## config.mk

```make
export PLATFORM = sky130hd
export DESIGN_NAME = serial_link
export DESIGN_NICKNAME = d
export VERILOG_FILES = /design/src/serial_link_pkg.sv /design/src/serial_link_reg.sv /design/src/serial_link_tx.sv /design/src/serial_link_rx.sv /design/src/serial_link.sv
export SDC_FILE = /design/constraint.sdc
export NUM_CORES = 1
export LEC_CHECK = 0
export ABC_AREA = 1
export BUFFER_PORTS_ARGS = -buffer_cell sky130_fd_sc_hd__buf_4
export CAP_MARGIN = 20
export CORE_MARGIN = 8
export CORE_UTILIZATION = 60
export CTS_BUF_LIST = sky130_fd_sc_hd__clkbuf_4 sky130_fd_sc_hd__clkbuf_8
export DETAILED_ROUTE_END_ITERATION = 12
export GPL_TIMING_DRIVEN = 0
export HOLD_SLACK_MARGIN = 0.03
export PLACE_DENSITY = 0.83
export SYNTH_ARGS = -nofsm -noshare
export SYNTH_HDL_FRONTEND = slang
export SYNTH_SLANG_ARGS = --single-unit
```

## constraint.sdc

```tcl
create_clock -name clk_i -period 5.1 [get_ports clk_i]
set_input_delay 0 -clock clk_i [delete_from_list [all_inputs] [get_ports clk_i]]
set_output_delay 0 -clock clk_i [all_outputs]
set_load 0.01 [all_outputs]
```

## src/serial_link_pkg.sv

```systemverilog
// **************************************************
// Shared widths, clock divider limits, APB register
// map and transmitter FSM states for the serial link
// **************************************************

package serial_link_pkg;

  // Stream and lane geometry
  localparam int unsigned WordWidth    = 32;
  localparam int unsigned NumLanes     = 8;
  localparam int unsigned BeatsPerWord = WordWidth / NumLanes;
  localparam int unsigned BeatCntWidth = 2;

  // Clock divider
  localparam int unsigned MaxClkDiv   = 1024;
  localparam int unsigned ClkDivWidth = 11;
  localparam int unsigned ClkDivReset = 4;

  // APB bus
  localparam int unsigned ApbAddrWidth = 8;
  localparam int unsigned ApbDataWidth = 32;

  // Register offsets
  typedef enum logic [ApbAddrWidth-1:0] {
    REG_CTRL       = 8'h00,
    REG_CLK_DIV    = 8'h04,
    REG_TX_COUNT   = 8'h08,
    REG_RX_COUNT   = 8'h0C,
    REG_DROP_COUNT = 8'h10
  } serial_link_reg_e;

  // Transmitter FSM
  typedef enum logic {
    TX_IDLE,
    TX_SEND
  } tx_state_e;

endpackage

```

## src/serial_link_reg.sv

```systemverilog
// **************************************************
// APB register file: link enables, clock divider and
// the tx, rx and drop traffic counters
// **************************************************

`timescale 1ns/1ns

module serial_link_reg import serial_link_pkg::*; (
  input  logic                    clk_i,
  input  logic                    rst_n_i,
  input  logic                    apb_psel_i,
  input  logic                    apb_penable_i,
  input  logic                    apb_pwrite_i,
  input  logic [ApbAddrWidth-1:0] apb_paddr_i,
  input  logic [ApbDataWidth-1:0] apb_pwdata_i,
  input  logic                    tx_word_accepted_i,
  input  logic                    rx_word_stored_i,
  input  logic                    rx_word_dropped_i,
  output logic [ApbDataWidth-1:0] apb_prdata_o,
  output logic                    apb_pready_o,
  output logic                    apb_pslverr_o,
  output logic                    tx_en_o,
  output logic                    rx_en_o,
  output logic [ClkDivWidth-1:0]  clk_div_o
);

  logic                    access;
  logic                    addr_valid;
  logic                    write;
  logic [ClkDivWidth-1:0]  clk_div_wdata;
  logic [ApbDataWidth-1:0] tx_count_q;
  logic [ApbDataWidth-1:0] rx_count_q;
  logic [ApbDataWidth-1:0] drop_count_q;
  logic                    tx_en_q;
  logic                    rx_en_q;
  logic [ClkDivWidth-1:0]  clk_div_q;

  assign access = apb_psel_i && apb_penable_i;
  assign write  = access && apb_pwrite_i && addr_valid;

  // Zero-wait slave
  assign apb_pready_o  = 1'b1;
  assign apb_pslverr_o = access && !addr_valid;

  // Address decode and read mux
  always_comb begin
    addr_valid   = 1'b1;
    apb_prdata_o = '0;
    case (apb_paddr_i)
      REG_CTRL: begin
        apb_prdata_o = {{(ApbDataWidth-2){1'b0}}, rx_en_q, tx_en_q};
      end
      REG_CLK_DIV: begin
        apb_prdata_o = ApbDataWidth'(clk_div_q);
      end
      REG_TX_COUNT: begin
        apb_prdata_o = tx_count_q;
      end
      REG_RX_COUNT: begin
        apb_prdata_o = rx_count_q;
      end
      REG_DROP_COUNT: begin
        apb_prdata_o = drop_count_q;
      end
      default: begin
        addr_valid = 1'b0;
      end
    endcase
  end

  // Divider writes land in 1..MaxClkDiv
  always_comb begin
    if (apb_pwdata_i == '0) begin
      clk_div_wdata = ClkDivWidth'(1);
    end else if (apb_pwdata_i > ApbDataWidth'(MaxClkDiv)) begin
      clk_div_wdata = ClkDivWidth'(MaxClkDiv);
    end else begin
      clk_div_wdata = apb_pwdata_i[ClkDivWidth-1:0];
    end
  end

  always_ff @(posedge clk_i or negedge rst_n_i) begin
    if (!rst_n_i) begin
      tx_en_q   <= 1'b0;
      rx_en_q   <= 1'b0;
      clk_div_q <= ClkDivWidth'(ClkDivReset);
    end else if (write) begin
      if (apb_paddr_i == REG_CTRL) begin
        tx_en_q <= apb_pwdata_i[0];
        rx_en_q <= apb_pwdata_i[1];
      end
      if (apb_paddr_i == REG_CLK_DIV) begin
        clk_div_q <= clk_div_wdata;
      end
    end
  end

  // Traffic counters, free running and wrapping
  always_ff @(posedge clk_i or negedge rst_n_i) begin
    if (!rst_n_i) begin
      tx_count_q   <= '0;
      rx_count_q   <= '0;
      drop_count_q <= '0;
    end else begin
      if (tx_word_accepted_i) begin
        tx_count_q <= tx_count_q + 1'b1;
      end
      if (rx_word_stored_i) begin
        rx_count_q <= rx_count_q + 1'b1;
      end
      // A write clears, even against a drop in the same cycle
      if (write && apb_paddr_i == REG_DROP_COUNT) begin
        drop_count_q <= '0;
      end else if (rx_word_dropped_i) begin
        drop_count_q <= drop_count_q + 1'b1;
      end
    end
  end

  assign tx_en_o   = tx_en_q;
  assign rx_en_o   = rx_en_q;
  assign clk_div_o = clk_div_q;

endmodule

```

## src/serial_link_tx.sv

```systemverilog
// **************************************************
// Link transmitter: takes stream words and sends them
// as lane beats at the divided rate
// **************************************************

`timescale 1ns/1ns

module serial_link_tx import serial_link_pkg::*; (
  input  logic                   clk_i,
  input  logic                   rst_n_i,
  input  logic                   tx_en_i,
  input  logic [ClkDivWidth-1:0] clk_div_i,
  input  logic [WordWidth-1:0]   in_data_i,
  input  logic                   in_valid_i,
  output logic                   in_ready_o,
  output logic                   word_accepted_o,
  output logic [NumLanes-1:0]    lane_o,
  output logic                   lane_valid_o,
  output logic                   lane_sof_o
);

  localparam logic [BeatCntWidth-1:0] LastBeat = BeatCntWidth'(BeatsPerWord - 1);

  tx_state_e               state_q;
  tx_state_e               state_d;
  logic [WordWidth-1:0]    shift_q;
  logic [ClkDivWidth-1:0]  div_q;
  logic [ClkDivWidth-1:0]  tick_cnt_q;
  logic [BeatCntWidth-1:0] beat_cnt_q;
  logic                    accept;
  logic                    tick;

  // New words only while idle and enabled
  assign in_ready_o      = (state_q == TX_IDLE) && tx_en_i;
  assign accept          = in_valid_i && in_ready_o;
  assign word_accepted_o = accept;

  // One tick every div_q cycles while sending
  assign tick = (state_q == TX_SEND) && (tick_cnt_q == div_q);

  assign lane_valid_o = tick;
  assign lane_sof_o   = tick && (beat_cnt_q == '0);
  assign lane_o       = tick ? shift_q[NumLanes-1:0] : '0;

  always_comb begin
    state_d = state_q;
    case (state_q)
      TX_IDLE: begin
        if (accept) begin
          state_d = TX_SEND;
        end
      end
      TX_SEND: begin
        // Finishes the word even if tx_en drops
        if (tick && (beat_cnt_q == LastBeat)) begin
          state_d = TX_IDLE;
        end
      end
      default: begin
        state_d = TX_IDLE;
      end
    endcase
  end

  always_ff @(posedge clk_i or negedge rst_n_i) begin
    if (!rst_n_i) begin
      state_q <= TX_IDLE;
    end else begin
      state_q <= state_d;
    end
  end

  // Tick and beat counters
  always_ff @(posedge clk_i or negedge rst_n_i) begin
    if (!rst_n_i) begin
      tick_cnt_q <= '0;
      beat_cnt_q <= '0;
    end else begin
      if (accept) begin
        tick_cnt_q <= ClkDivWidth'(1);
        beat_cnt_q <= '0;
      end else if (tick) begin
        tick_cnt_q <= ClkDivWidth'(1);
        beat_cnt_q <= beat_cnt_q + 1'b1;
      end else if (state_q == TX_SEND) begin
        tick_cnt_q <= tick_cnt_q + 1'b1;
      end
    end
  end

  // Word and divider held for the whole word, LSB beat first
  always_ff @(posedge clk_i) begin
    if (accept) begin
      shift_q <= in_data_i;
      div_q   <= clk_div_i;
    end else if (tick) begin
      shift_q <= shift_q >> NumLanes;
    end
  end

endmodule

```

## src/serial_link_rx.sv

```systemverilog
// **************************************************
// Link receiver: rebuilds words from lane beats into
// a one-entry output buffer
// **************************************************

`timescale 1ns/1ns

module serial_link_rx import serial_link_pkg::*; (
  input  logic                  clk_i,
  input  logic                  rst_n_i,
  input  logic                  rx_en_i,
  input  logic [NumLanes-1:0]   lane_i,
  input  logic                  lane_valid_i,
  input  logic                  lane_sof_i,
  input  logic                  out_ready_i,
  output logic [WordWidth-1:0]  out_data_o,
  output logic                  out_valid_o,
  output logic                  word_stored_o,
  output logic                  word_dropped_o
);

  localparam logic [BeatCntWidth-1:0] LastBeat = BeatCntWidth'(BeatsPerWord - 1);

  logic [WordWidth-1:0]    asm_q;
  logic [WordWidth-1:0]    word;
  logic [WordWidth-1:0]    out_data_q;
  logic [BeatCntWidth-1:0] beat_cnt_q;
  logic [BeatCntWidth-1:0] beat_idx;
  logic                    beat;
  logic                    word_done;
  logic                    buf_free;
  logic                    out_valid_q;

  // Beats count only while enabled
  assign beat     = lane_valid_i && rx_en_i;
  assign beat_idx = lane_sof_i ? '0 : beat_cnt_q;

  // Last beat goes on top of the assembled lower beats
  assign word      = {lane_i, asm_q[WordWidth-1:NumLanes]};
  assign word_done = beat && (beat_idx == LastBeat);

  // Buffer empty or drained on this edge
  assign buf_free       = !out_valid_q || out_ready_i;
  assign word_stored_o  = word_done && buf_free;
  assign word_dropped_o = word_done && !buf_free;

  always_ff @(posedge clk_i or negedge rst_n_i) begin
    if (!rst_n_i) begin
      beat_cnt_q <= '0;
    end else if (beat) begin
      beat_cnt_q <= beat_idx + 1'b1;
    end
  end

  always_ff @(posedge clk_i) begin
    if (beat) begin
      asm_q <= {lane_i, asm_q[WordWidth-1:NumLanes]};
    end
  end

  // One-entry output buffer
  always_ff @(posedge clk_i or negedge rst_n_i) begin
    if (!rst_n_i) begin
      out_valid_q <= 1'b0;
    end else if (word_stored_o) begin
      out_valid_q <= 1'b1;
    end else if (out_ready_i) begin
      out_valid_q <= 1'b0;
    end
  end

  always_ff @(posedge clk_i) begin
    if (word_stored_o) begin
      out_data_q <= word;
    end
  end

  assign out_valid_o = out_valid_q;
  assign out_data_o  = out_data_q;

endmodule

```

## src/serial_link.sv

```systemverilog
// **************************************************
// Serial link top: register file, transmitter and
// receiver of a single channel
// **************************************************

`timescale 1ns/1ns

module serial_link import serial_link_pkg::*; (
  input  logic                    clk_i,
  input  logic                    rst_n_i,
  // APB slave
  input  logic                    apb_psel_i,
  input  logic                    apb_penable_i,
  input  logic                    apb_pwrite_i,
  input  logic [ApbAddrWidth-1:0] apb_paddr_i,
  input  logic [ApbDataWidth-1:0] apb_pwdata_i,
  output logic [ApbDataWidth-1:0] apb_prdata_o,
  output logic                    apb_pready_o,
  output logic                    apb_pslverr_o,
  // Input stream
  input  logic [WordWidth-1:0]    in_data_i,
  input  logic                    in_valid_i,
  output logic                    in_ready_o,
  // Output stream
  output logic [WordWidth-1:0]    out_data_o,
  output logic                    out_valid_o,
  input  logic                    out_ready_i,
  // Link
  output logic [NumLanes-1:0]     lane_o,
  output logic                    lane_valid_o,
  output logic                    lane_sof_o,
  input  logic [NumLanes-1:0]     lane_i,
  input  logic                    lane_valid_i,
  input  logic                    lane_sof_i
);

  logic                   tx_en;
  logic                   rx_en;
  logic [ClkDivWidth-1:0] clk_div;
  logic                   tx_word_accepted;
  logic                   rx_word_stored;
  logic                   rx_word_dropped;

  serial_link_reg i_reg (
    .clk_i              ( clk_i            ),
    .rst_n_i            ( rst_n_i          ),
    .apb_psel_i         ( apb_psel_i       ),
    .apb_penable_i      ( apb_penable_i    ),
    .apb_pwrite_i       ( apb_pwrite_i     ),
    .apb_paddr_i        ( apb_paddr_i      ),
    .apb_pwdata_i       ( apb_pwdata_i     ),
    .tx_word_accepted_i ( tx_word_accepted ),
    .rx_word_stored_i   ( rx_word_stored   ),
    .rx_word_dropped_i  ( rx_word_dropped  ),
    .apb_prdata_o       ( apb_prdata_o     ),
    .apb_pready_o       ( apb_pready_o     ),
    .apb_pslverr_o      ( apb_pslverr_o    ),
    .tx_en_o            ( tx_en            ),
    .rx_en_o            ( rx_en            ),
    .clk_div_o          ( clk_div          )
  );

  serial_link_tx i_tx (
    .clk_i           ( clk_i            ),
    .rst_n_i         ( rst_n_i          ),
    .tx_en_i         ( tx_en            ),
    .clk_div_i       ( clk_div          ),
    .in_data_i       ( in_data_i        ),
    .in_valid_i      ( in_valid_i       ),
    .in_ready_o      ( in_ready_o       ),
    .word_accepted_o ( tx_word_accepted ),
    .lane_o          ( lane_o           ),
    .lane_valid_o    ( lane_valid_o     ),
    .lane_sof_o      ( lane_sof_o       )
  );

  serial_link_rx i_rx (
    .clk_i          ( clk_i           ),
    .rst_n_i        ( rst_n_i         ),
    .rx_en_i        ( rx_en           ),
    .lane_i         ( lane_i          ),
    .lane_valid_i   ( lane_valid_i    ),
    .lane_sof_i     ( lane_sof_i      ),
    .out_ready_i    ( out_ready_i     ),
    .out_data_o     ( out_data_o      ),
    .out_valid_o    ( out_valid_o     ),
    .word_stored_o  ( rx_word_stored  ),
    .word_dropped_o ( rx_word_dropped )
  );

endmodule

```

==> impl_metrics.toml, run 1 <==
[clock_network]
clk_latency_ns = 0.55
clk_transition_reported_paths_ns = 0.06
cts_setup_buffers = 0
cts_buffer_depth = 3
cts_resized = 0
cts_tree = "done"
htree_levels = 2
clock_sinks = 225
cts_root_buffer = "clkbuf_8"
cts_buffers = 39

[job]
maxCapViolCount = 0

[die]
initial_core_util = 0.614
die_w_microns = 157
io_pins = 167
core_area_sq_um = 19500
design.die.area_sq_um = 24800
die_y_microns = 157
num_rows = 51

[synthesis]
syn_area_sq_um = 12000
ys_seq_area_frac = 0.511
syn_nets = 1623
synth-seq-cells = 225
synth_top_area_share = 0.261
netlist_instances = 1527
synth_area_per_cell_sq_um = 7.85
ys.warnings.count = 0
yosysTopAreaCell = "dfrtp_1"
ys_top_cells_by_area = "dfrtp_1, edfxtp_1, nand2_1"
synth_cell_type_count = 40

[layout]
drive_above_1_share = 0.163
area_delta_synth_final_pct = 26.9
diodes = 0
layout.nets = 1911

[setup_path]
cp.depth = 10
cpPeakStageDelay_ns = 0.60
worstPathArrival_ns = 3.24
reg2reg_depth = 6
cp-end-kind = "flop"
crit_chain = "dlygate4sd3_1 > buf_4 > nor2_1 > dlygate4sd3_1 > inv_1 > nand2_1 > nand3_1 > dlygate4sd3_1 > o21ai_1 > dlygate4sd3_1"
worst_path_max_delay_cell = "dlygate4sd3_1"
r2r-start = "i_rx.beat_cnt_q[0]"
critPathTopFamily = "buffers and inverters"
ff2ff_setup_slack_ns = 2.76
critPathBufInv = 6
critPathCapture = "i_reg.clk_div_o[2]"
r2r-end = "i_rx.out_data_o[5]"
critPathRequiredTime_ns = 5.58
start_kind = "input port"
startpoint = "apb_pwdata_i[10]"
crit_type = "in2reg"
cp_max_fo = 10
crit_top_cell = "dlygate4sd3_1"

[outcome]
status = "finished, final reports clean"

[placement]
dp_hpwl_microns = 25700
portBuffers = 165
pre_cts_slack_ns = 2.83
place.gp.congestion = 0.958

[pwr]
vdd_drop_max_mv = 0.222
leakage_nw = 6.89
cellPowerDensity_nw_per_um2 = 247

[global_route]
overflow = 0
grt_pass1_vias = 11300
grt_pass1_wl_microns = 58600
grt_max_degree = 78
antenna_found_initial = 0
grt_usage = 0.303

[min_path]
holdPathStages = 6
worstHoldPathType = "in2reg"

[timing]
timing.final.ws_setup_ns = 2.34
setup_violations = 0
hold_violations = 0
skew_ns = 0.0259
timing.setup.tns_ns = 0
tightest_slew_ns = 1.10
period_share = 0.542
max_freq_mhz = 362
post-route-min-period_ns = 2.76
slew_headroom = 0.268
rsz0062_at_grt = "no"
slew_violations = 0

[drt]
viasPerCell = 5.43
routed_wl_microns = 37700
routed-wl-met3_microns = 3550
drtIter0Drc = 969
post_drt_wl_per_cell_microns = 17.9
wl_met2_microns = 18400
wl_met1_microns = 14600
top_layer = "met4"
ant_nets = 0
vias = 11400
firstDrtPassIters = 5
remaining_drc_errors = 0
-- logic make-up (layout without fill, tap and decap cells) --
kind of cell / Yosys count / count (layout) / synth area share
adder cells (fa/ha/maj): 7 / 7 / 0.00730
flip-flops: 225 / 225 / 0.511
buffers and inverters: 192 / 509 / 0.0627
XOR/XNOR: 55 / 55 / 0.0402
other: 1 / 1 / 0.000313
AND/OR/NAND/NOR: 978 / 978 / 0.345
AO/OA/AOI/OAI: 69 / 69 / 0.0340
-- worst min path at each step --
stage	start	end	slack [ns]
3_5_place_dp	rst_n_i	i_reg.tx_count_q[22]	-0.01
6_report	out_ready_i	i_reg.rx_count_q[1]	0.06
5_1_grt	out_ready_i	i_reg.rx_count_q[1]	0.08
2_1_floorplan	rst_n_i	i_reg.clk_div_o[0]	-0.30
3_3_place_gp	lane_i[6]	i_rx.asm_q[30]	0.19
4_1_cts	apb_paddr_i[6]	i_reg.rx_en_o	0.04
-- cell usage after synthesis --
master     number
nand2_1       575
nor2_1        219
inv_1         161
dfrtp_1       125
edfxtp_1       99
nand3_1        74
nand4_1        34
xor2_1         34
o21ai_0        22
xnor2_1        21
nor3_1         20
o211ai_1       17
buf_2          16
nor2_2         14
nand2_2        12
a21oi_1        11
o21ai_1        11
clkbuf_1        8
nand3b_1        8
nor2_4          8
ha_1            7
inv_2           5
a31oi_1         3
nand3_4         3
o2111ai_1       3
nand3_2         2
or2_2           2
a21boi_0        1
and3_1          1
buf_4           1
buf_6           1
conb_1          1
dfstp_2         1
nand2_4         1
nand4_2         1
nor3_2          1
nor3_4          1
nor3b_1         1
nor4_1          1
o31ai_1         1
-- power by group --
part	total (mW)	switching, mW	internal [mW]
Sequential	1.89	0.00449	1.89
Clock	1.71	0.782	0.925
Combinational	0.164	0.0740	0.0901
Total	3.77	0.861	2.91
-- through the flow --
step	power [mW]	util	instance area (sq um)	std cells	hold slack, ns
after global placement	2.04	0.695	13600	1957	0.185
after global routing	3.87	0.780	15200	2109	0.0817
after floorplan	1.96	-	12000	1527	-0.296
after CTS	3.76	0.780	15200	2109	0.0403
final	3.77	0.780	15200	2109	0.0616
after detailed placement	2.04	0.696	13600	1958	-0.0135
-- tightest hold or removal path: stages --
cell,delay (ns)
buf_4,0.09
inv_1,0.04
nand2_1,0.14
nand2_2,0.17
nand2_1,0.09
nand2_1,0.05
-- per-layer routing --
layer,GRT usage,up-vias
met5,0,-
li1,-,5432
met1,0.374,5360
met4,0.104,0
met3,0.0680,96
met2,0.516,555
-- state kept, by name, summed over array words and instances (netlist names) --
| register | flops |
|---|---|
| i_rx.out_valid_o | 1 |
| i_rx.beat_cnt_q | 2 |
| i_rx.asm_q | 24 |
| i_reg.clk_div_o | 11 |
| i_reg.rx_en_o | 1 |
| i_reg.tx_count_q | 32 |
| i_tx.beat_cnt_q | 2 |
| i_tx.div_q | 11 |
| i_tx.tick_cnt_q | 11 |
| i_rx.out_data_o | 32 |
| i_tx.state_q | 1 |
| i_reg.rx_count_q | 32 |
| i_reg.drop_count_q | 32 |
| i_tx.shift_q | 32 |
| i_reg.tx_en_o | 1 |
-- layout by cell type, fill, tap and decap left out, drive strengths merged, types with 8 or more instances in the layout --
master       instances
buf                185
o21ai               33
nand2              588
nand3b               8
xnor2               21
a21oi               11
nor2               241
edfxtp              99
o211ai              17
clkbuf              65
dfrtp              125
nand3               79
nor3                22
clkinv              10
xor2                34
nand4               35
inv                169
dlygate4sd3         80
-- final cells by class --
cell class	count	area (sq um)
tap	265	332
clock buffer	57	728
buffer	26	129
clock inverter	13	71.3
multi-input combinational	1110	5110
timing repair buffer	247	2100
inverter	166	623
sequential	225	6130
fill	1344	4310
-- repair_timing --
| action | 4_1_cts | 5_1_grt |
|---|---|---|
| endpoints found under the setup margin | 0 | 0 |
| hold buffers | 81 | 0 |
| hold endpoints to repair | 198 | 0 |
Power figures use the tool's default switching activity.
==> inputs of run 2 (changes only) <==
- ABC_AREA: 1 -> 0
- CORE_UTILIZATION: 60 -> 53
- PLACE_DENSITY: 0.83 -> 0.78
- clock period: 5.1 -> 2.4 ns (I/O delays scaled with it)
==> run 2 against run 1 <==
Effect of this change: critical path depth decreased by 4; synthesized area down 13%; largest power group unchanged; combinational power increased to 3.3 times the previous value; via count down 24%; final cell count shrank 27%; critical path type is now reg2reg.
==> impl_metrics.toml, run 2 <==
[synthesis]
syn_area_sq_um = 10500
syn_nets = 1056
yosysTopAreaCell = "dfrtp_1"
ys_top_cells_by_count = "nand2_1, dfrtp_1, edfxtp_1"
yosys_most_used_dff = "dfrtp_1"
synth_area_per_cell_sq_um = 10.9
netlist_instances = 960
synth_cell_type_count = 59
synth-seq-cells = 225
synthArstFlopShare = 0.560
synth_top_area_share = 0.299
ys_top_cells_by_area = "dfrtp_1, edfxtp_1, nand2_1"
ys_seq_area_frac = 0.585
yosys.cell_count.top_type = "nand2_1"
ys.warnings.count = 0
synth_enable_flop_cells = 99

[placement]
dp_hpwl_microns = 19100
pre_cts_slack_ns = -0.175
portBuffers = 165
place.gp.congestion = 0.890
placed_cells = 1393
postPlaceCellArea_sq_um = 12100

[clock_network]
clock_sinks = 225
cts_buffers = 38
cts_buffer_depth = 3
cts_tree = "done"
cts_root_buffer = "clkbuf_8"
clk_latency_ns = 0.52
clk_transition_reported_paths_ns = 0.06
htree_levels = 2

[setup_path]
crit_top_cell = "or4_1"
critPathBufInv = 1
reg2reg_depth = 6
start_kind = "flop"
cp_max_fo = 10
cp-end-kind = "flop"
crit_chain = "ha_1 > nand4b_1 > or4_1 > clkbuf_2 > or4_1 > a21oi_1"
r2r-end = "i_reg.drop_count_q[22]"
cpPeakStageDelay_ns = 0.61
worstPathArrival_ns = 2.73
r2r-start = "i_reg.drop_count_q[0]"
crit_type = "reg2reg"
ff2ff_setup_slack_ns = 0.10
worst_path_max_delay_cell = "or4_1"
critPathTopFamily = "simple AND/OR/NAND/NOR gates"
critPathRequiredTime_ns = 2.84

[layout]
final_cell_mix = "nand2_1, buf_4, dfrtp_1, edfxtp_1, dlygate4sd3_1"
area_delta_synth_final_pct = 31.8
post-route-cell-area_sq_um = 13800
fin_util = 0.712
layout.nets = 1338
drive_above_1_share = 0.220
final_common_cell = "nand2_1"
fin_cells = 1538

[pwr]
switching_power_mw = 1.86
p_comb_frac = 0.064
power_frac_seq = 0.497
leakage_nw = 5.90
internal-power_mw = 6.51
power_mw = 8.37
p_clk_frac = 0.438
p_sw_frac = 0.222
vdd_drop_max_mv = 0.490
cellPowerDensity_nw_per_um2 = 607

[global_route]
overflow = 0
grt_pass1_vias = 8801
grt_pass1_wl_microns = 44900
grt_max_degree = 92
grt_usage = 0.230
antenna_found_initial = 2

[min_path]
hold_path.startpoint = "apb_pwdata_i[31]"
worstHoldPathType = "in2reg"
whs_endpoint = "i_reg.clk_div_o[5]"
holdPathStages = 5

[timing]
timing.setup.tns_ns = 0
rsz0062_at_grt = "no"
setup_violations = 0
tightest_slew_ns = 0.853
timing.final.ws_setup_ns = 0.104
skew_ns = 0.0163
post-route-min-period_ns = 2.30
max_freq_mhz = 436
hold_violations = 0
slew_violations = 0
slew_headroom = 0.431
whs_ns = 0.0426
period_share = 0.957

[die]
die_y_microns = 157
io_pins = 167
design.die.area_sq_um = 24500
num_rows = 51
core_area_sq_um = 19400
initial_core_util = 0.540
die_w_microns = 157

[drt]
viasPerCell = 5.65
routed_wl_microns = 28000
remaining_drc_errors = 0
post_drt_wl_per_cell_microns = 18.2
ant_nets = 0
vias = 8685
drtIter0Drc = 695
firstDrtPassIters = 5

[job]
maxCapViolCount = 0

[outcome]
status = "finished, final reports clean"
-- run 2: changes by cell type after synthesis, sizes merged, moves of 17 or more --
cell    delta
inv      -149
or4       +22
nand3     -42
nor4      +30
clkbuf    +28
a22oi     +34
and2      +25
nand2    -403
o21ai     -18
nor2     -205
xnor2     +34
and4      +17
-- run 2: logic make-up after synthesis --
group                    after synthesis  share of synthesized area
XOR/XNOR                              90                     0.0753
other                                  1                   0.000358
AO/OA/AOI/OAI                        107                     0.0711
flip-flops                           225                      0.585
buffers and inverters                 63                     0.0244
adder cells (fa/ha/maj)                7                    0.00836
AND/OR/NAND/NOR                      458                      0.226
multiplexers                           9                    0.00908
-- run 2: what timing repair did --
item	CTS	global route
pin swaps	0	1
endpoints found under the setup margin	43	71
setup buffers	0	1
hold endpoints to repair	198	0
gates cloned	0	0
resized for setup	6	25
hold buffers	77	0
-- run 2: layer usage --
layer | vias to the layer above | share of wire | track usage
met5 | - | 0 | 0
met2 | 358 | 0.48 | 0.376
met3 | 72 | 0.073 | 0.0474
met4 | 0 | 0.035 | 0.101
li1 | 4072 | - | -
met1 | 4183 | 0.41 | 0.291
-- run 2: how the worst max path moves through the flow --
stage | from | depth (start not counted) | end | slack (ns)
global route | i_rx.beat_cnt_q[0] | 7 | i_reg.rx_count_q[30] | 0.003
detailed placement | i_tx.tick_cnt_q[6] | 6 | i_tx.shift_q[6] | -0.17
global placement | i_rx.beat_cnt_q[0] | 5 | i_reg.rx_count_q[1] | -0.60
CTS | i_rx.beat_cnt_q[0] | 9 | i_reg.drop_count_q[25] | 0.01
floorplan | i_rx.beat_cnt_q[0] | 5 | i_reg.rx_count_q[1] | 0.02
finish | i_reg.drop_count_q[0] | 6 | i_reg.drop_count_q[22] | 0.10
-- run 2: power groups by stage --
stage,sequential [mW],clock [mW],combinational [mW]
2_1_floorplan,4.21,0,0.219
3_3_place_gp,4.23,0,0.424
6_report,4.17,3.67,0.537
4_1_cts,4.16,3.72,0.534
5_1_grt,4.17,3.91,0.598
3_5_place_dp,4.24,0,0.440
-- run 2: cell type report --
class | count | area, sq um
clock buffers | 56 | 677
inverters | 17 | 63.8
fillers | 1421 | 5600
well taps | 265 | 332
clock inverters | 13 | 144
multi-input cells | 672 | 4170
plain buffers | 43 | 193
flip-flops and latches | 225 | 6130
repair buffers | 245 | 2100
diodes | 2 | 5.00
-- run 2: worst register-to-register path: stages (launching register included) --
cell,delay (ns)
dfrtp_1,0.42
ha_1,0.23
nand4b_1,0.18
or4_1,0.61
clkbuf_2,0.21
or4_1,0.43
a21oi_1,0.15
